## config.mk

```make
export PLATFORM = sky130hd
export DESIGN_NAME = rollback_ctrl
export DESIGN_NICKNAME = d
export VERILOG_FILES = /design/src/isa_pkg.sv /design/src/tag_pkg.sv /design/src/rollback_ctrl.sv
export SDC_FILE = /design/constraint.sdc
export NUM_CORES = 1
export LEC_CHECK = 0
export BUFFER_PORTS_ARGS = -buffer_cell sky130_fd_sc_hd__buf_2
export CELL_PAD_IN_SITES_DETAIL_PLACEMENT = 0
export CELL_PAD_IN_SITES_GLOBAL_PLACEMENT = 2
export CORE_MARGIN = 1.5
export CORE_UTILIZATION = 26
export DETAILED_ROUTE_END_ITERATION = 8
export GPL_ROUTABILITY_DRIVEN = 0
export HOLD_SLACK_MARGIN = 0.15
export MAX_ROUTING_LAYER = met4
export PLACE_DENSITY = 0.81
export SYNTH_ARGS = -nofsm -noshare
export SYNTH_HDL_FRONTEND = slang
export SYNTH_SLANG_ARGS = --single-unit
```

## constraint.sdc

```tcl
create_clock -name clock -period 5.6 [get_ports clock]
set_input_delay 0.28 -clock clock [delete_from_list [all_inputs] [get_ports clock]]
set_output_delay 0.28 -clock clock [all_outputs]
set_load 0.02 [all_outputs]
```

## src/isa_pkg.sv

```systemverilog
package isa_pkg;

  typedef logic [63:0] word_t;
  typedef logic [31:0] inst_t;

  // Instruction field positions
  localparam int LIT_MSB      = 20;
  localparam int LIT_LSB      = 13;
  localparam int MEM_DISP_MSB = 15;
  localparam int BR_DISP_MSB  = 20;
  localparam int BR_FUNC_MSB  = 28;
  localparam int BR_FUNC_LSB  = 26;

  typedef enum logic [1:0] {
    OPA_REG      = 2'd0,
    OPA_MEM_DISP = 2'd1,
    OPA_NPC      = 2'd2,
    OPA_NOT3     = 2'd3
  } opa_sel_e;

  typedef enum logic [1:0] {
    OPB_REG     = 2'd0,
    OPB_LIT     = 2'd1,
    OPB_BR_DISP = 2'd2
  } opb_sel_e;

  typedef enum logic [3:0] {
    ADDQ, SUBQ, AND, BIC, BIS, ORNOT, XOR, EQV,
    SRL, SLL, SRA, CMPULT, CMPEQ, CMPULE, CMPLT, CMPLE
  } alu_func_e;

  // Low two bits of the branch function
  typedef enum logic [1:0] {
    LBC = 2'd0,
    EQ  = 2'd1,
    LT  = 2'd2,
    LE  = 2'd3
  } br_cond_e;

  function automatic word_t lit_value(inst_t inst);
    return word_t'(inst[LIT_MSB:LIT_LSB]); // zero-extended
  endfunction

  function automatic word_t mem_disp(inst_t inst);
    return {{(63 - MEM_DISP_MSB){inst[MEM_DISP_MSB]}}, inst[MEM_DISP_MSB:0]};
  endfunction

  // Word displacement, scaled to bytes
  function automatic word_t br_disp(inst_t inst);
    return {{(61 - BR_DISP_MSB){inst[BR_DISP_MSB]}}, inst[BR_DISP_MSB:0], 2'b00};
  endfunction

  function automatic logic [2:0] br_func(inst_t inst);
    return inst[BR_FUNC_MSB:BR_FUNC_LSB];
  endfunction

endpackage

```

## src/tag_pkg.sv

```systemverilog
package tag_pkg;

  import isa_pkg::*;

  localparam int ROB_ENTRIES = 32;
  localparam int PR_ENTRIES  = 64;
  localparam int UNIT_COUNT  = 4; // alu, mult, branch 0, branch 1

  typedef logic [$clog2(ROB_ENTRIES)-1:0] rob_idx_t;
  typedef logic [$clog2(PR_ENTRIES)-1:0]  pr_idx_t;

  typedef struct packed {
    logic      valid;
    alu_func_e func;
    opa_sel_e  opa_sel;
    opb_sel_e  opb_sel;
    logic      cond_branch;
    logic      uncond_branch;
    inst_t     inst;
    word_t     npc;
    word_t     rs1_value;
    word_t     rs2_value;
    rob_idx_t  rob_idx;
    pr_idx_t   dest_pr;
  } issue_t;

  typedef struct packed {
    logic     done;
    word_t    result;
    rob_idx_t rob_idx;
    pr_idx_t  dest_pr;
  } comp_t;

  typedef struct packed {
    logic     valid;
    rob_idx_t rob_idx;
    word_t    target;
  } rollback_t;

  // Distances wrap modulo the ROB size
  function automatic logic is_younger(rob_idx_t op_idx, rob_idx_t br_idx, rob_idx_t head);
    rob_idx_t op_dist;
    rob_idx_t br_dist;
    op_dist = op_idx - head;
    br_dist = br_idx - head;
    return op_dist > br_dist;
  endfunction

  function automatic logic is_squashed(rob_idx_t op_idx, rollback_t rb, rob_idx_t head);
    return rb.valid && is_younger(op_idx, rb.rob_idx, head);
  endfunction

endpackage

```

## src/rollback_ctrl.sv

```systemverilog
module rollback_ctrl
  import tag_pkg::*;
(
  input  logic                  clock,
  input  logic                  reset,
  input  rollback_t [1:0]       resolve,
  input  rob_idx_t              rob_head,
  output rollback_t             rollback
);

  rollback_t pick;
  logic      take_second;

  // Second entry wins only when it sits closer to the head
  assign take_second = is_younger(resolve[0].rob_idx, resolve[1].rob_idx, rob_head);

  always_comb begin
    pick = '0; // idle record
    case ({resolve[1].valid, resolve[0].valid})
      2'b01: pick = resolve[0];
      2'b10: pick = resolve[1];
      2'b11: pick = take_second ? resolve[1] : resolve[0];
      default: pick = '0;
    endcase
  end

  always_ff @(posedge clock) begin
    rollback.rob_idx <= pick.rob_idx;
    rollback.target  <= pick.target;
    if (reset) begin
      rollback.valid <= 1'b0;
    end else begin
      rollback.valid <= pick.valid; // one cycle per resolved branch
    end
  end

endmodule

```

==> impl_metrics.json <==
{
  "mappedNetlistNets": 620,
  "placedCellCount": 817,
  "final_cell_count_no_fill": 834,
  "postSynth.asyncResetShare_pct": 0,
  "vias": 4269,
  "max-vdd-ir-drop_mv": 0.156,
  "fin_util_pct": 35.6,
  "maxSlewHeadroom_pct": 15.8,
  "min-delay-path-class": "primary input to flip-flop",
  "number_of_distinct_library_cells_after_synthesis": 33,
  "totalWireLength_microns": 13900,
  "cap_viol_max_count": 0,
  "critical_path_at_ps": 3360,
  "static-leakage-power_nw": 2.49,
  "cp_top_family": "adder cells",
  "power.total_mw": 2.10,
  "num_rows": 45,
  "max_flop_register": "rollback",
  "post_synth_inst_count": 459,
  "drive_above_1_share_pct": 38.2,
  "clock_tree.htree_level_count": 3,
  "period_minus_slack_ps": 3140,
  "largest_register_ffs": 70,
  "numCtsBuffers": 9,
  "end_kind": "flip-flop",
  "fmaxAchievable_mhz": 318,
  "first_global_vias": 4184,
  "cts_hold_buf": 1,
  "critical_path.max_fanout": 39,
  "max_stage_delay_ps": 600,
  "worst_pin_slew_ps": 1260,
  "synth_sequential_area_ratio_pct": 34.7,
  "first_iter_violations": 196,
  "layout_setup_ws_ps": 2460,
  "fin_crit_sh_pct": 56.1,
  "post_synth_edffs": 0,
  "worstSetupPathType": "primary input to flip-flop",
  "via_per_inst": 5.12,
  "synthesis.area_sq_um": 4040,
  "cpMaxStageDelayCell": "sky130_fd_sc_hd__or2_2",
  "place_hpwl_microns": 9460,
  "design.die.area_sq_um": 16300,
  "first_pass_grt_wire_length_microns": 21300,
  "fp.dieW_microns": 128,
  "post-cts-setup-buffers": 0,
  "status": "complete, no violations",
  "drt.antenna.violating_nets": 0,
  "critical_path_buffers_and_inverters": 4,
  "drt-wirelength-per-cell_microns": 16.6,
  "clock_tree.root_cell": "sky130_fd_sc_hd__clkbuf_16",
  "boundary_pin_count": 217,
  "yosysWarnings": 0,
  "drt_pre_antenna_iters": 4,
  "fin_nets": 802,
  "io_buffer_count": 216,
  "area_delta_synth_final_pct": 34.2,
  "pin_count_of_the_biggest_net_entering_global_routing": 73,
  "globalRouteOverflowTotal": 0,
  "biggest_area_consumer_among_synthesized_cells": "sky130_fd_sc_hd__o211ai_1",
  "clk_pin_slew_worst_paths_ps": 60,
  "floorplan.core_area_sq_um": 15200,
  "place_ws_ps": 2090,
  "ys_seq_elements": 70,
  "timing.final.setup_violations": 0,
  "grt_use_total_pct": 17.1,
  "finalHoldViolations": 0,
  "areal_power_density_over_the_cells_nw_per_um2": 388,
  "synth_flop_cell": "sky130_fd_sc_hd__dfxtp_1",
  "die_height_microns": 128,
  "largest_registers": "rollback x70",
  "drv_slew": 0,
  "numClockSinks": 70,
  "cts.path.max_buffers": 2,
  "setup_repair_after_global_routing_missed_its_margin": "no",
  "tns_ps": 0,
  "initial_core_util_pct": 26.6,
  "crit_path_cell_trace": "buf_2, inv_1, ha_1, inv_1, fa_1, a21o_1, a21oi_1, xnor2_1, ha_1, o21ai_0, or2_2, buf_4, o21a_2, o221ai_2",
  "critPathLaunchType": "primary input",
  "synth_top_cell_area_share_pct": 37.4,
  "post_synth_main_area_contributors": "sky130_fd_sc_hd__o211ai_1, sky130_fd_sc_hd__dfxtp_1, sky130_fd_sc_hd__inv_1",
  "required_ps": 5810,
  "route.detailed.drc": 0,
  "cts-resized-gates": 0,
  "post_synth.cell_area_avg_sq_um": 8.80,
  "cts_tree": "yes",
  "grt_antenna_before_repair": 2
}
[tightest hold or removal path, cell delays in order]
cell and delay [ps]:
sky130_fd_sc_hd__buf_2 100, sky130_fd_sc_hd__inv_1 40, sky130_fd_sc_hd__o211ai_1 80
[where the power goes]
part           switching [mW]  total (mW)  internal [mW]
Sequential             0.0361       0.667          0.631
Clock                   0.216       0.581          0.365
Combinational           0.571       0.855          0.284
Total                   0.823        2.10           1.28
[through the flow]
| step | area (sq um) | hold WS, ps |
|---|---|---|
| after floorplan | 4040 | 349 |
| after global placement | 5110 | 442 |
| after detailed placement | 5110 | 447 |
| after CTS | 5410 | 202 |
| after global routing | 5420 | 219 |
| final | 5420 | 216 |
[kinds of logic (layout without fill, tap and decap cells)]
group	Yosys count	count (layout)	synth area share, %
and+or+nand+nor	11	11	1.70
xor gates and xnor gates	9	9	1.95
buffers and inverters	133	318	14.9
other	0	2	0
AOI/OAI and AO/OA	222	222	42.0
DFF	70	70	34.7
adders and majority gates	14	14	4.71
[routing by layer]
| metal | global-route usage, % | part of all wire (%) | vias to the layer above |
|---|---|---|---|
| met5 | - | 0 | - |
| met4 | 5.62 | 1.4 | 0 |
| met3 | 3.73 | 5.7 | 12 |
| met2 | 28.8 | 49 | 165 |
| met1 | 20.4 | 44 | 2013 |
| li1 | - | - | 2079 |
[final timing paths]
kind	from	to	slack [ps]	cells past startpoint
worst max-delay path	resolve[134]	rollback[64]	2460	14
worst min-delay path	resolve[85]	rollback[15]	220	3
[synthesized netlist by cell type (4+ instances only)]
library cell               count
sky130_fd_sc_hd__clkbuf_1     22
sky130_fd_sc_hd__buf_6         9
sky130_fd_sc_hd__inv_1        79
sky130_fd_sc_hd__a21o_1        4
sky130_fd_sc_hd__o211ai_1    201
sky130_fd_sc_hd__buf_2        17
sky130_fd_sc_hd__xnor2_1       6
sky130_fd_sc_hd__a21oi_1       5
sky130_fd_sc_hd__dfxtp_1      70
sky130_fd_sc_hd__ha_1         12
[placed cells by master, fill, tap and decap left out, types with 3 or more instances in the layout]
| master | netlist | final |
|---|---|---|
| sky130_fd_sc_hd__a21o_1 | 4 | 4 |
| sky130_fd_sc_hd__a21oi_1 | 5 | 5 |
| sky130_fd_sc_hd__buf_2 | 17 | 216 |
| sky130_fd_sc_hd__buf_4 | 3 | 7 |
| sky130_fd_sc_hd__clkbuf_16 | 0 | 9 |
| sky130_fd_sc_hd__dfxtp_1 | 70 | 70 |
| sky130_fd_sc_hd__ha_1 | 12 | 12 |
| sky130_fd_sc_hd__inv_1 | 79 | 79 |
| sky130_fd_sc_hd__nand2_1 | 3 | 3 |
| sky130_fd_sc_hd__o211ai_1 | 201 | 201 |
| sky130_fd_sc_hd__o21ai_0 | 3 | 3 |
| sky130_fd_sc_hd__xnor2_1 | 6 | 6 |
| sky130_fd_sc_hd__xor2_1 | 3 | 3 |
[layout make-up]
cell class,count,area [sq um]
Clock inverter,1,30.0
Inverter,80,300
Multi-Input combinational cell,256,2040
Antenna cell,2,5.00
Fill cell,1591,9780
Clock buffer,13,260
Tap cell,188,235
Sequential cell,70,1400
Timing Repair Buffer,224,1140
Note: power is estimated with default switching activity, not from simulation.
