**src/isa_pkg.sv**
```systemverilog
package isa_pkg;

  typedef logic [63:0] word_t;
  typedef logic [31:0] inst_t;

  // Instruction field positions
  localparam int LIT_MSB      = 20;
  localparam int LIT_LSB      = 13;
  localparam int MEM_DISP_MSB = 15;
  localparam int BR_DISP_MSB  = 20;
  localparam int BR_FUNC_MSB  = 28;
  localparam int BR_FUNC_LSB  = 26;

  typedef enum logic [1:0] {
    OPA_REG      = 2'd0,
    OPA_MEM_DISP = 2'd1,
    OPA_NPC      = 2'd2,
    OPA_NOT3     = 2'd3
  } opa_sel_e;

  typedef enum logic [1:0] {
    OPB_REG     = 2'd0,
    OPB_LIT     = 2'd1,
    OPB_BR_DISP = 2'd2
  } opb_sel_e;

  typedef enum logic [3:0] {
    ADDQ, SUBQ, AND, BIC, BIS, ORNOT, XOR, EQV,
    SRL, SLL, SRA, CMPULT, CMPEQ, CMPULE, CMPLT, CMPLE
  } alu_func_e;

  // Low two bits of the branch function
  typedef enum logic [1:0] {
    LBC = 2'd0,
    EQ  = 2'd1,
    LT  = 2'd2,
    LE  = 2'd3
  } br_cond_e;

  function automatic word_t lit_value(inst_t inst);
    return word_t'(inst[LIT_MSB:LIT_LSB]); // zero-extended
  endfunction

  function automatic word_t mem_disp(inst_t inst);
    return {{(63 - MEM_DISP_MSB){inst[MEM_DISP_MSB]}}, inst[MEM_DISP_MSB:0]};
  endfunction

  // Word displacement, scaled to bytes
  function automatic word_t br_disp(inst_t inst);
    return {{(61 - BR_DISP_MSB){inst[BR_DISP_MSB]}}, inst[BR_DISP_MSB:0], 2'b00};
  endfunction

  function automatic logic [2:0] br_func(inst_t inst);
    return inst[BR_FUNC_MSB:BR_FUNC_LSB];
  endfunction

endpackage

```
**src/tag_pkg.sv**
```systemverilog
package tag_pkg;

  import isa_pkg::*;

  localparam int ROB_ENTRIES = 32;
  localparam int PR_ENTRIES  = 64;
  localparam int UNIT_COUNT  = 4; // alu, mult, branch 0, branch 1

  typedef logic [$clog2(ROB_ENTRIES)-1:0] rob_idx_t;
  typedef logic [$clog2(PR_ENTRIES)-1:0]  pr_idx_t;

  typedef struct packed {
    logic      valid;
    alu_func_e func;
    opa_sel_e  opa_sel;
    opb_sel_e  opb_sel;
    logic      cond_branch;
    logic      uncond_branch;
    inst_t     inst;
    word_t     npc;
    word_t     rs1_value;
    word_t     rs2_value;
    rob_idx_t  rob_idx;
    pr_idx_t   dest_pr;
  } issue_t;

  typedef struct packed {
    logic     done;
    word_t    result;
    rob_idx_t rob_idx;
    pr_idx_t  dest_pr;
  } comp_t;

  typedef struct packed {
    logic     valid;
    rob_idx_t rob_idx;
    word_t    target;
  } rollback_t;

  // Distances wrap modulo the ROB size
  function automatic logic is_younger(rob_idx_t op_idx, rob_idx_t br_idx, rob_idx_t head);
    rob_idx_t op_dist;
    rob_idx_t br_dist;
    op_dist = op_idx - head;
    br_dist = br_idx - head;
    return op_dist > br_dist;
  endfunction

  function automatic logic is_squashed(rob_idx_t op_idx, rollback_t rb, rob_idx_t head);
    return rb.valid && is_younger(op_idx, rb.rob_idx, head);
  endfunction

endpackage

```
**src/branch_unit.sv**
```systemverilog
module branch_unit
  import isa_pkg::*, tag_pkg::*;
(
  input  logic      clock,
  input  logic      reset,
  input  issue_t    issue,
  input  rollback_t rollback,
  input  rob_idx_t  rob_head,
  output comp_t     comp,
  output rollback_t resolve
);

  logic [2:0] func;
  logic       cond_true;
  logic       kill;
  word_t      opa;
  word_t      opb;
  word_t      target;

  assign func = br_func(issue.inst);
  assign kill = is_squashed(issue.rob_idx, rollback, rob_head);

  always_comb begin
    case (br_cond_e'(func[1:0]))
      LBC:     cond_true = !issue.rs1_value[0];
      EQ:      cond_true = issue.rs1_value == '0;
      LT:      cond_true = issue.rs1_value[63];
      default: cond_true = issue.rs1_value[63] || issue.rs1_value == '0; // LE
    endcase
    if (func[2]) begin
      cond_true = !cond_true;
    end
  end

  // NPC plus displacement, or rs2 aligned to a word
  assign opa = (issue.opa_sel == OPA_NOT3) ? ~word_t'(3) : issue.npc;
  assign opb = (issue.opb_sel == OPB_BR_DISP) ? br_disp(issue.inst) : issue.rs2_value;

  always_comb begin
    case (issue.func)
      AND:     target = opa & opb;
      default: target = opa + opb;
    endcase
  end

  assign resolve.valid   = issue.valid && !kill &&
                           (issue.uncond_branch || (issue.cond_branch && cond_true));
  assign resolve.rob_idx = issue.rob_idx;
  assign resolve.target  = target;

  always_ff @(posedge clock) begin
    comp.result  <= target;
    comp.rob_idx <= issue.rob_idx;
    comp.dest_pr <= issue.dest_pr;
    if (reset) begin
      comp.done <= 1'b0;
    end else begin
      comp.done <= issue.valid && !kill;
    end
  end

endmodule

```
**config.mk**
```make
export PLATFORM = sky130hd
export DESIGN_NAME = branch_unit
export DESIGN_NICKNAME = d
export VERILOG_FILES = /design/src/isa_pkg.sv /design/src/tag_pkg.sv /design/src/branch_unit.sv
export SDC_FILE = /design/constraint.sdc
export NUM_CORES = 1
export LEC_CHECK = 0
export BUFFER_PORTS_ARGS = -buffer_cell sky130_fd_sc_hd__buf_2
export CAP_MARGIN = 25
export CORE_AREA = 2 2 183 185
export CTS_CLUSTER_DIAMETER = 100
export CTS_CLUSTER_SIZE = 8
export DETAILED_ROUTE_END_ITERATION = 7
export DIE_AREA = 0 0 185 187
export HOLD_SLACK_MARGIN = 0.06
export SLEW_MARGIN = 0
export SYNTH_ARGS = -nofsm -noshare
export SYNTH_HDL_FRONTEND = slang
export SYNTH_SLANG_ARGS = --single-unit
export TNS_END_PERCENT = 20
```
**constraint.sdc**
```tcl
create_clock -name clock -period 7.3 [get_ports clock]
set_clock_uncertainty 0.2 [all_clocks]
set_input_delay 1.095 -clock clock [delete_from_list [all_inputs] [get_ports clock]]
set_output_delay 1.095 -clock clock [all_outputs]
set_load 0.005 [all_outputs]
```
==> results.py, run 1 <==
metrics = {
    "status": {
        "status": "completed",
    },
    "critical_path": {
        "cp_max_fo": 21,
        "cp-end-kind": "output port",
        "critical_path_class": "in -> out",
        "startpoint_type": "input pin",
        "crit_arrival_ns": 5.47,
        "cp.required_ns": 6.00,
    },
    "synthesis": {
        "syn_nets": 1437,
        "ys.flop_type": "dfxtp_1",
        "avgSynthCellArea_um2": 7.35,
        "synthArstFlopShare": 0,
        "synth_cell_types": 69,
        "synthCells": 1034,
        "synth-edff-count": 0,
        "ys_seq_elements": 76,
        "ys_warn_count": 0,
        "netlist_area_um2": 7600,
        "seq_area_frac_synth": 0.200,
    },
    "clock_network": {
        "h-tree-depth": 3,
        "cts_tree": "yes",
        "postCtsSetupRepairBufs": 0,
        "cts_resized": 0,
        "cts-root-buf": "clkbuf_16",
        "clock_sink_count": 76,
        "clk_pin_slew_ns": 0.06,
        "hold_buffers": 0,
        "cts_buffer_depth": 2,
        "cts_inserted_buffers": 9,
    },
    "power": {
        "p_clk_frac": 0.252,
        "swShare": 0.378,
        "comb_power_share": 0.502,
        "p_leak_nw": 5.27,
        "seq_power_share": 0.246,
        "p_sw_mw": 0.855,
        "vdd_drop_max_v": 0.000107,
        "intPower_mw": 1.40,
        "power_density_nw_per_um2": 217,
    },
    "final_layout": {
        "final_common_cell": "buf_2",
        "top_register": "comp",
        "syn_to_final_growth_pct": 37.4,
        "finalInstanceArea_um2": 10400,
        "layout.nets": 1803,
        "largest_reg_flops": 76,
        "drive_gt1_frac": 0.337,
        "mostFrequentLayoutCells": "buf_2, nand2_1, a21oi_1, nor2_1, ha_1",
        "layout.cells.non_filler": 1856,
        "largest_registers": "comp: 76 flops",
    },
    "place": {
        "port_buffers": 396,
        "dpl_cell_area_um2": 10000,
        "dp_hpwl_um": 25200,
        "place.gp.congestion": 0.893,
        "place_inst": 1836,
    },
    "floorplan": {
        "start_util": 0.231,
        "die_h_um": 187,
        "dieArea_um2": 34600,
        "die_w_um": 185,
        "core.rowCount": 67,
        "core_area_um2": 32900,
        "ios": 469,
    },
    "global_route": {
        "grt_pass1_wl_um": 45700,
        "antenna_found_initial": 4,
        "grt_max_degree": 95,
        "grt.total_usage": 0.172,
        "grt_overflow": 0,
        "grt_pass1_vias": 8227,
    },
    "timing": {
        "finalCriticalPeriod_ns": 6.76,
        "worstMarginPinSlew_ns": 0.788,
        "drv_slew": 0,
        "relSlewSlack": 0.461,
        "fin_crit_sh": 0.927,
        "setup_tns_ns": 0,
        "max_freq_mhz": 148,
        "hold_viol": 0,
        "setup_viol": 0,
        "rsz0062_at_grt": "false",
    },
    "detailed_routing": {
        "drtIter0Drc": 559,
        "dr.pass1.iters": 5,
        "vias_per_cell": 4.70,
        "drc": 0,
        "wirelength_um": 30500,
        "wl_per_cell_um": 16.5,
        "vias": 8715,
        "ant_nets": 0,
    },
    "worst_hold_path": {
        "hp-class": "in -> reg",
    },
    "run": {
        "cap_violations": 0,
    },
}
==> worst paths after layout <==
| path | startpoint | to | depth (start not counted) |
|---|---|---|---|
| setup / recovery | issue[237] | resolve[63] | 16 |
| hold / removal | issue[4] | comp[4] | 1 |
==> synthesized netlist by cell type, types with 10 or more instances <==
master	count	area, um2
a21o_1	42	315
a21oi_1	119	596
a31oi_1	10	62.6
clkbuf_1	42	158
dfxtp_1	76	1520
ha_1	77	963
inv_1	23	86.3
mux2_2	20	225
nand2_1	159	597
nand2b_1	69	432
nand3_1	10	50.1
nand4_1	20	125
nor2_1	88	330
nor2b_1	10	62.6
nor4_1	20	125
o21a_1	10	75.1
o21ai_0	52	260
o21bai_1	13	97.6
xnor2_1	34	298
xor2_1	32	280
==> cells by family (layout without fill, tap and decap cells) <==
family / count (synthesis) / in the layout / synth area share
AO/OA/AOI/OAI: 297 / 297 / 0.251
XOR/XNOR: 66 / 66 / 0.0761
adder cells (fa/ha/maj): 80 / 80 / 0.135
buffers and inverters: 81 / 452 / 0.0446
flip-flops: 76 / 76 / 0.200
multiplexers: 20 / 20 / 0.0296
other: 0 / 3 / 0
AND/OR/NAND/NOR: 414 / 414 / 0.264
==> critical path, cell delays in order <==
cell      delay (ns)
buf_2           0.09
nand2b_2        0.45
buf_4           0.28
mux2_2          0.36
ha_1            0.41
a21o_1          0.24
a21oi_1         0.20
nand3_1         0.10
a31oi_1         0.32
o41ai_2         0.18
a21o_1          0.28
a311o_1         0.40
o41ai_2         0.51
xor2_1          0.12
o21ai_1         0.25
buf_2           0.18
==> power groups by stage <==
stage	Clock (mW)	Sequential, mW	Combinational, mW
final	0.570	0.556	1.13
after CTS	0.587	0.557	1.14
after detailed placement	0	0.565	1.13
after global routing	0.604	0.566	1.25
after floorplan	0	0.588	0.622
after global placement	0	0.565	1.13
==> per-layer routing <==
metal  part of all wire  vias to the layer above  wire length [um]  track usage
met5            0.00036                        -                11            0
met2               0.45                      261             13800        0.272
met4              0.017                        2               533       0.0473
li1                   -                     4364                 -            -
met3              0.049                       34              1490       0.0308
met1               0.48                     4054             14700        0.237
==> per-stage QoR <==
stage / util / hold WS (ns) / total power, mW / setup slack [ns]
final: 0.318 / 0.629 / 2.26 / 0.535
after global routing: 0.317 / 0.606 / 2.42 / 0.227
after CTS: 0.316 / 0.607 / 2.28 / 0.444
after detailed placement: 0.305 / 0.999 / 1.69 / 0.472
after global placement: 0.305 / 0.998 / 1.69 / 0.501
after floorplan: - / 0.923 / 1.21 / 1.36
==> layout make-up <==
cell class	count	area, um2
fillers	3639	22400
inverters	23	86.3
clock inverters	7	139
clock buffers	9	225
well taps	448	561
diodes	3	7.51
flip-flops and latches	76	1520
repair buffers	413	2140
multi-input cells	877	5750
Note: power is estimated with default switching activity, not from simulation.
==> run 2, diff against run 1 <==
--- a/config.mk
+++ b/config.mk
@@ -5,14 +5,15 @@
 export SDC_FILE = /design/constraint.sdc
 export NUM_CORES = 1
 export LEC_CHECK = 0
-export BUFFER_PORTS_ARGS = -buffer_cell sky130_fd_sc_hd__buf_2
 export CAP_MARGIN = 25
-export CORE_AREA = 2 2 183 185
+export CORE_AREA = 2 2 184 186
 export CTS_CLUSTER_DIAMETER = 100
 export CTS_CLUSTER_SIZE = 8
 export DETAILED_ROUTE_END_ITERATION = 7
-export DIE_AREA = 0 0 185 187
+export DIE_AREA = 0 0 186 188
+export DONT_BUFFER_PORTS = 1
 export HOLD_SLACK_MARGIN = 0.06
+export PLACE_DENSITY_LB_ADDON = 0.05
 export SLEW_MARGIN = 0
 export SYNTH_ARGS = -nofsm -noshare
 export SYNTH_HDL_FRONTEND = slang
==> run 2 against run 1 <==
Design area shrank 20%. Routed wire length decreased by 1.7%. Critical path type unchanged. Largest cell class unchanged. Hold slack worse by 0.087 ns.
==> results.py, run 2 (synthesized netlist as in run 1, its figures left out) <==
metrics = {
    "timing": {
        "rsz0062_at_grt": "false",
        "setup_tns_ns": 0,
        "setup_viol": 0,
        "relSlewSlack": 0.401,
        "setup_ws_ns": 0.960,
        "fin_crit_sh": 0.868,
        "drv_slew": 0,
        "hold_viol": 0,
        "max_freq_mhz": 158,
        "finalCriticalPeriod_ns": 6.34,
        "worstMarginPinSlew_ns": 0.877,
    },
    "final_layout": {
        "syn_to_final_growth_pct": 10.1,
        "largest_registers": "comp: 76 flops",
        "largest_reg_flops": 76,
        "nFillCells": 3693,
        "drive_gt1_frac": 0.0735,
        "mostFrequentLayoutCells": "nand2_1, a21oi_1, nor2_1, ha_1, dfxtp_1",
        "layout.nets": 1406,
        "final_common_cell": "nand2_1",
        "multi_input_area_um2": 5760,
        "seqCellArea_um2": 1520,
        "layout.cells.non_filler": 1456,
        "top_register": "comp",
    },
    "global_route": {
        "grt_max_degree": 64,
        "gr-usage-met3": 0.0392,
        "met1_usage": 0.226,
        "grt_pass1_vias": 7137,
        "gr-max-usage-layer": "met2",
        "met2_usage": 0.266,
        "antenna_found_initial": 1,
        "grt.total_usage": 0.168,
        "grt_pass1_wl_um": 44000,
        "grt_overflow": 0,
    },
    "worst_hold_path": {
        "holdCritStartpoint": "issue[9]",
        "hp-class": "in -> reg",
    },
    "floorplan": {
        "dieArea_um2": 35000,
        "ios": 469,
        "core.rowCount": 67,
        "die_h_um": 188,
        "core_area_um2": 33100,
        "die_w_um": 186,
        "start_util": 0.229,
    },
    "detailed_routing": {
        "wirelength_um": 30000,
        "vias_per_cell": 4.90,
        "drtIter0Drc": 332,
        "ant_nets": 0,
        "dr.pass1.iters": 4,
        "vias": 7130,
        "wl_per_cell_um": 20.6,
        "drc": 0,
    },
    "clock_network": {
        "cts_tree": "yes",
        "clk_pin_slew_ns": 0.06,
        "cts_buffer_depth": 2,
        "clock_sink_count": 76,
        "hold_buffers": 0,
        "h-tree-depth": 3,
        "cts-root-buf": "clkbuf_16",
        "cts_resized": 0,
        "postCtsSetupRepairBufs": 0,
        "cts_inserted_buffers": 9,
    },
    "critical_path": {
        "cp_slowest_stage_delay_ns": 0.49,
        "cp-end-kind": "output port",
        "cp.required_ns": 6.00,
        "cp_max_fo": 22,
        "crit_arrival_ns": 5.04,
        "slowest_stage": "o31ai_2",
        "startpoint_type": "input pin",
        "path_cells": "nand2_2 > and2_1 > ha_1 > inv_1 > fa_1 > nor2b_1 > o31a_1 > o22ai_1 > o21ai_1 > a21oi_2 > o31ai_4 > a31oi_4 > o31ai_2 > a31oi_1 > xor2_1 > o21ai_0",
        "critical_path_class": "in -> out",
        "worstSetupStartpoint": "issue[239]",
    },
    "power": {
        "power_density_nw_per_um2": 233,
        "p_leak_nw": 3.67,
        "vdd_drop_max_v": 0.000119,
    },
    "status": {
        "status": "completed",
    },
    "run": {
        "cap_violations": 0,
    },
    "place": {
        "dp_hpwl_um": 24500,
        "place.gp.congestion": 0.791,
        "preCtsSetupSlack_ns": 0.829,
        "port_buffers": 0,
        "place_inst": 1440,
    },
}
run 2: cell count changes in the layout (fill, tap and decap cells not counted):
| cell | change |
|---|---|
| buf_12 | -1 |
| clkbuf_1 | +1 |
| buf_4 | +1 |
| bufinv_16 | -2 |
| buf_16 | -1 |
| nand2b_4 | +1 |
| buf_2 | -396 |
| clkinv_2 | -1 |
| clkbuf_8 | +1 |
| nand2b_2 | -1 |
| diode_2 | -2 |
run 2: worst paths after layout:
path	end	slack (ns)	cells past startpoint
setup / recovery	resolve[56]	0.96	16
hold / removal	comp[9]	0.54	0
run 2: per-stage QoR:
stage	instance area [um2]	power [mW]	hold slack, ns	utilization
2_1_floorplan	7600	1.21	0.923	-
3_3_place_gp	8050	1.47	0.923	0.243
3_5_place_dp	8050	1.46	0.923	0.243
4_1_cts	8360	2.00	0.520	0.253
5_1_grt	8360	2.11	0.526	0.253
6_report	8370	1.95	0.542	0.253
run 2: final cells by class:
cell class                 count  share of cell area
timing repair buffer          16              0.0144
tap                          448              0.0670
inverter                      23              0.0103
clock inverter                 4             0.00882
clock buffer                  11              0.0290
multi-input combinational    877               0.688
antenna                        1            0.000299
sequential                    76               0.182
run 2: power breakdown:
group / leakage, nW / internal [mW] / total (mW) / switching [mW]
clock network: 0.156 / 0.307 / 0.510 / 0.203
logic: 2.88 / 0.317 / 0.843 / 0.526
registers: 0.641 / 0.536 / 0.600 / 0.0640
total: 3.67 / 1.16 / 1.95 / 0.794
run 2: worst max-delay path, delay by kind of cell:
| kind | cells | cell delay (ns) |
|---|---|---|
| AO/OA/AOI/OAI | 9 | 2.29 |
| AND/OR/NAND/NOR | 3 | 0.81 |
| adder cells (fa/ha/maj) | 2 | 0.58 |
| XOR/XNOR | 1 | 0.16 |
| buffers and inverters | 1 | 0.07 |
run 2: per-layer routing:
metal | vias up | wire length [um]
met4 | 0 | 344
met5 | - | 0
met3 | 12 | 1730
met1 | 3322 | 14200
li1 | 3579 | -
met2 | 217 | 13700
==> run 3, diff against run 2 <==
--- a/config.mk
+++ b/config.mk
@@ -5,12 +5,13 @@
 export SDC_FILE = /design/constraint.sdc
 export NUM_CORES = 1
 export LEC_CHECK = 0
+export ABC_AREA = 1
 export CAP_MARGIN = 25
-export CORE_AREA = 2 2 184 186
+export CORE_AREA = 2 2 181 183
 export CTS_CLUSTER_DIAMETER = 100
 export CTS_CLUSTER_SIZE = 8
 export DETAILED_ROUTE_END_ITERATION = 7
-export DIE_AREA = 0 0 186 188
+export DIE_AREA = 0 0 183 185
 export DONT_BUFFER_PORTS = 1
 export HOLD_SLACK_MARGIN = 0.06
 export PLACE_DENSITY_LB_ADDON = 0.05
==> run 3 against run 2 <==
Final cell count up 58%. Worst setup slack better by 0.60 ns. Sequential cell count unchanged. Sequential share of layout area down 3.8 points. Clock-buffer cell count unchanged. Clock power down 4.7%. Synthesized area up 30%. Design area up 27%.
==> results.py, run 3 <==
metrics = {
    "synthesis": {
        "ys.flop_type": "dfxtp_1",
        "synth.top_cells.by_count": "nand2_1, inv_1, nor2_1",
        "synth_top_area_cell": "nand2_1",
        "synth_area_leaders": "nand2_1, dfxtp_1, inv_1, ha_1, nor2_1",
        "ys_warn_count": 0,
        "avgSynthCellArea_um2": 5.21,
        "synth-edff-count": 0,
        "synthCells": 1895,
        "synthMostInstantiatedCell": "nand2_1",
        "netlist_area_um2": 9880,
        "synthArstFlopShare": 0,
        "syn_nets": 2298,
        "synth_cell_types": 32,
        "seq_area_frac_synth": 0.154,
        "ys_seq_elements": 76,
        "synth_top_area_share": 0.293,
    },
    "global_route": {
        "grt_overflow": 0,
        "grt.total_usage": 0.245,
        "grt_pass1_vias": 10200,
        "antenna_found_initial": 7,
        "grt_pass1_wl_um": 61000,
        "grt_max_degree": 68,
    },
    "power": {
        "p_leak_nw": 6.40,
        "vdd_drop_max_v": 0.000123,
        "fin_total_pwr_mw": 2.05,
        "power_density_nw_per_um2": 194,
    },
    "critical_path": {
        "critical_path_class": "in -> out",
        "startpoint_type": "input pin",
        "cp_max_fo": 43,
        "cp-end-kind": "output port",
        "cp.required_ns": 6.00,
        "crit_arrival_ns": 4.45,
    },
    "floorplan": {
        "dieArea_um2": 33900,
        "die_w_um": 183,
        "start_util": 0.308,
        "core_area_um2": 32000,
        "die_h_um": 185,
        "ios": 469,
        "core.rowCount": 66,
    },
    "detailed_routing": {
        "ant_nets": 0,
        "vias": 10700,
        "vias_per_cell": 4.64,
        "wirelength_um": 41800,
        "wl_per_cell_um": 18.2,
        "drtIter0Drc": 689,
        "dr.pass1.iters": 5,
        "drc": 0,
    },
    "place": {
        "place.gp.congestion": 0.903,
        "port_buffers": 0,
        "dpl_cell_area_um2": 10300,
        "dp_hpwl_um": 35700,
    },
    "status": {
        "status": "completed",
    },
    "final_layout": {
        "layout.nets": 2279,
        "finalInstanceArea_um2": 10600,
        "seqCellArea_um2": 1520,
        "largest_reg_flops": 76,
        "top_register": "comp",
        "drive_gt1_frac": 0.0696,
        "final_common_cell": "nand2_1",
        "nFillCells": 3872,
        "largest_registers": "comp: 76 flops",
        "mostFrequentLayoutCells": "nand2_1, inv_1, nor2_1, nand3_1, o21ai_0",
        "syn_to_final_growth_pct": 7.35,
        "multi_input_area_um2": 6680,
    },
    "timing": {
        "setup_tns_ns": 0,
        "relSlewSlack": 0.454,
        "max_freq_mhz": 174,
        "fin_crit_sh": 0.786,
        "drv_slew": 0,
        "worstMarginPinSlew_ns": 0.819,
        "hold_viol": 0,
        "finalCriticalPeriod_ns": 5.74,
        "setup_viol": 0,
        "rsz0062_at_grt": "false",
    },
    "worst_hold_path": {
        "hp-class": "in -> reg",
    },
    "clock_network": {
        "h-tree-depth": 3,
        "cts_tree": "yes",
        "cts_inserted_buffers": 9,
        "cts_buffer_depth": 2,
        "cts-root-buf": "clkbuf_16",
        "postCtsSetupRepairBufs": 0,
        "clock_sink_count": 76,
        "cts_resized": 0,
        "clk_pin_slew_ns": 0.07,
        "hold_buffers": 0,
    },
    "run": {
        "cap_violations": 0,
    },
}
## run 3: changes by cell type in the layout (fill, tap and decap cells not counted), moves of 68 or more
cell      change
nand2_1     +613
nand3_1      +82
a21oi_1      -69
inv_1       +372
nand2b_1     -68
or2_2        +71
## run 3: cell type report
cell class                 instances  area share
antenna                            8     0.00189
clock buffer                      11      0.0229
clock inverter                     5     0.00567
inverter                         406       0.144
multi-input combinational       1377       0.630
sequential                        76       0.144
tap                              408      0.0482
timing repair buffer               6     0.00425
## run 3: layer usage
layer	GRT usage	up-vias	part of all wire
met2	0.410	347	0.45
met4	0.0880	2	0.032
met3	0.0431	42	0.059
met1	0.316	4651	0.46
li1	-	5611	-
met5	0	-	0.00038
## run 3: logic make-up (layout without fill, tap and decap cells)
group / after synthesis / count (layout) / synth area share
other: 0 / 8 / 0
adder cells (fa/ha/maj): 80 / 80 / 0.104
buffers and inverters: 442 / 428 / 0.170
AND/OR/NAND/NOR: 1129 / 1129 / 0.476
XOR/XNOR: 24 / 24 / 0.0213
AO/OA/AOI/OAI: 144 / 144 / 0.0746
flip-flops: 76 / 76 / 0.154
## run 3: per-stage QoR
stage	setup WS (ns)	instances	util	hold slack, ns
3_3_place_gp	1.55	2273	0.321	0.923
4_1_cts	1.51	2289	0.330	0.526
5_1_grt	1.14	2295	0.331	0.528
2_1_floorplan	2.67	1895	-	0.923
3_5_place_dp	1.53	2273	0.321	0.923
6_report	1.56	2297	0.331	0.546
## run 3: power breakdown
group / switching [mW] / total (mW) / internal, mW
combinational: 0.682 / 0.986 / 0.303
clock: 0.210 / 0.486 / 0.276
sequential: 0.0646 / 0.582 / 0.518
total: 0.957 / 2.05 / 1.10
## run 3: worst paths after layout
check                 startpoint           to  cells after the start
worst max-delay path  issue[238]  resolve[24]                     17
worst min-delay path    issue[7]      comp[7]                      0
## run 3: critical path, stage by stage
cell	delay, ns
inv_1	0.07
nor2_4	0.04
inv_1	0.04
buf_4	0.25
or2_2	0.70
o21ai_0	0.24
inv_1	0.10
ha_1	0.30
nand2_1	0.14
inv_1	0.05
nand2_1	0.05
nand2_1	0.07
a21oi_1	0.27
nand3_1	0.35
or2_2	0.39
nand3_1	0.06
o21ai_0	0.22
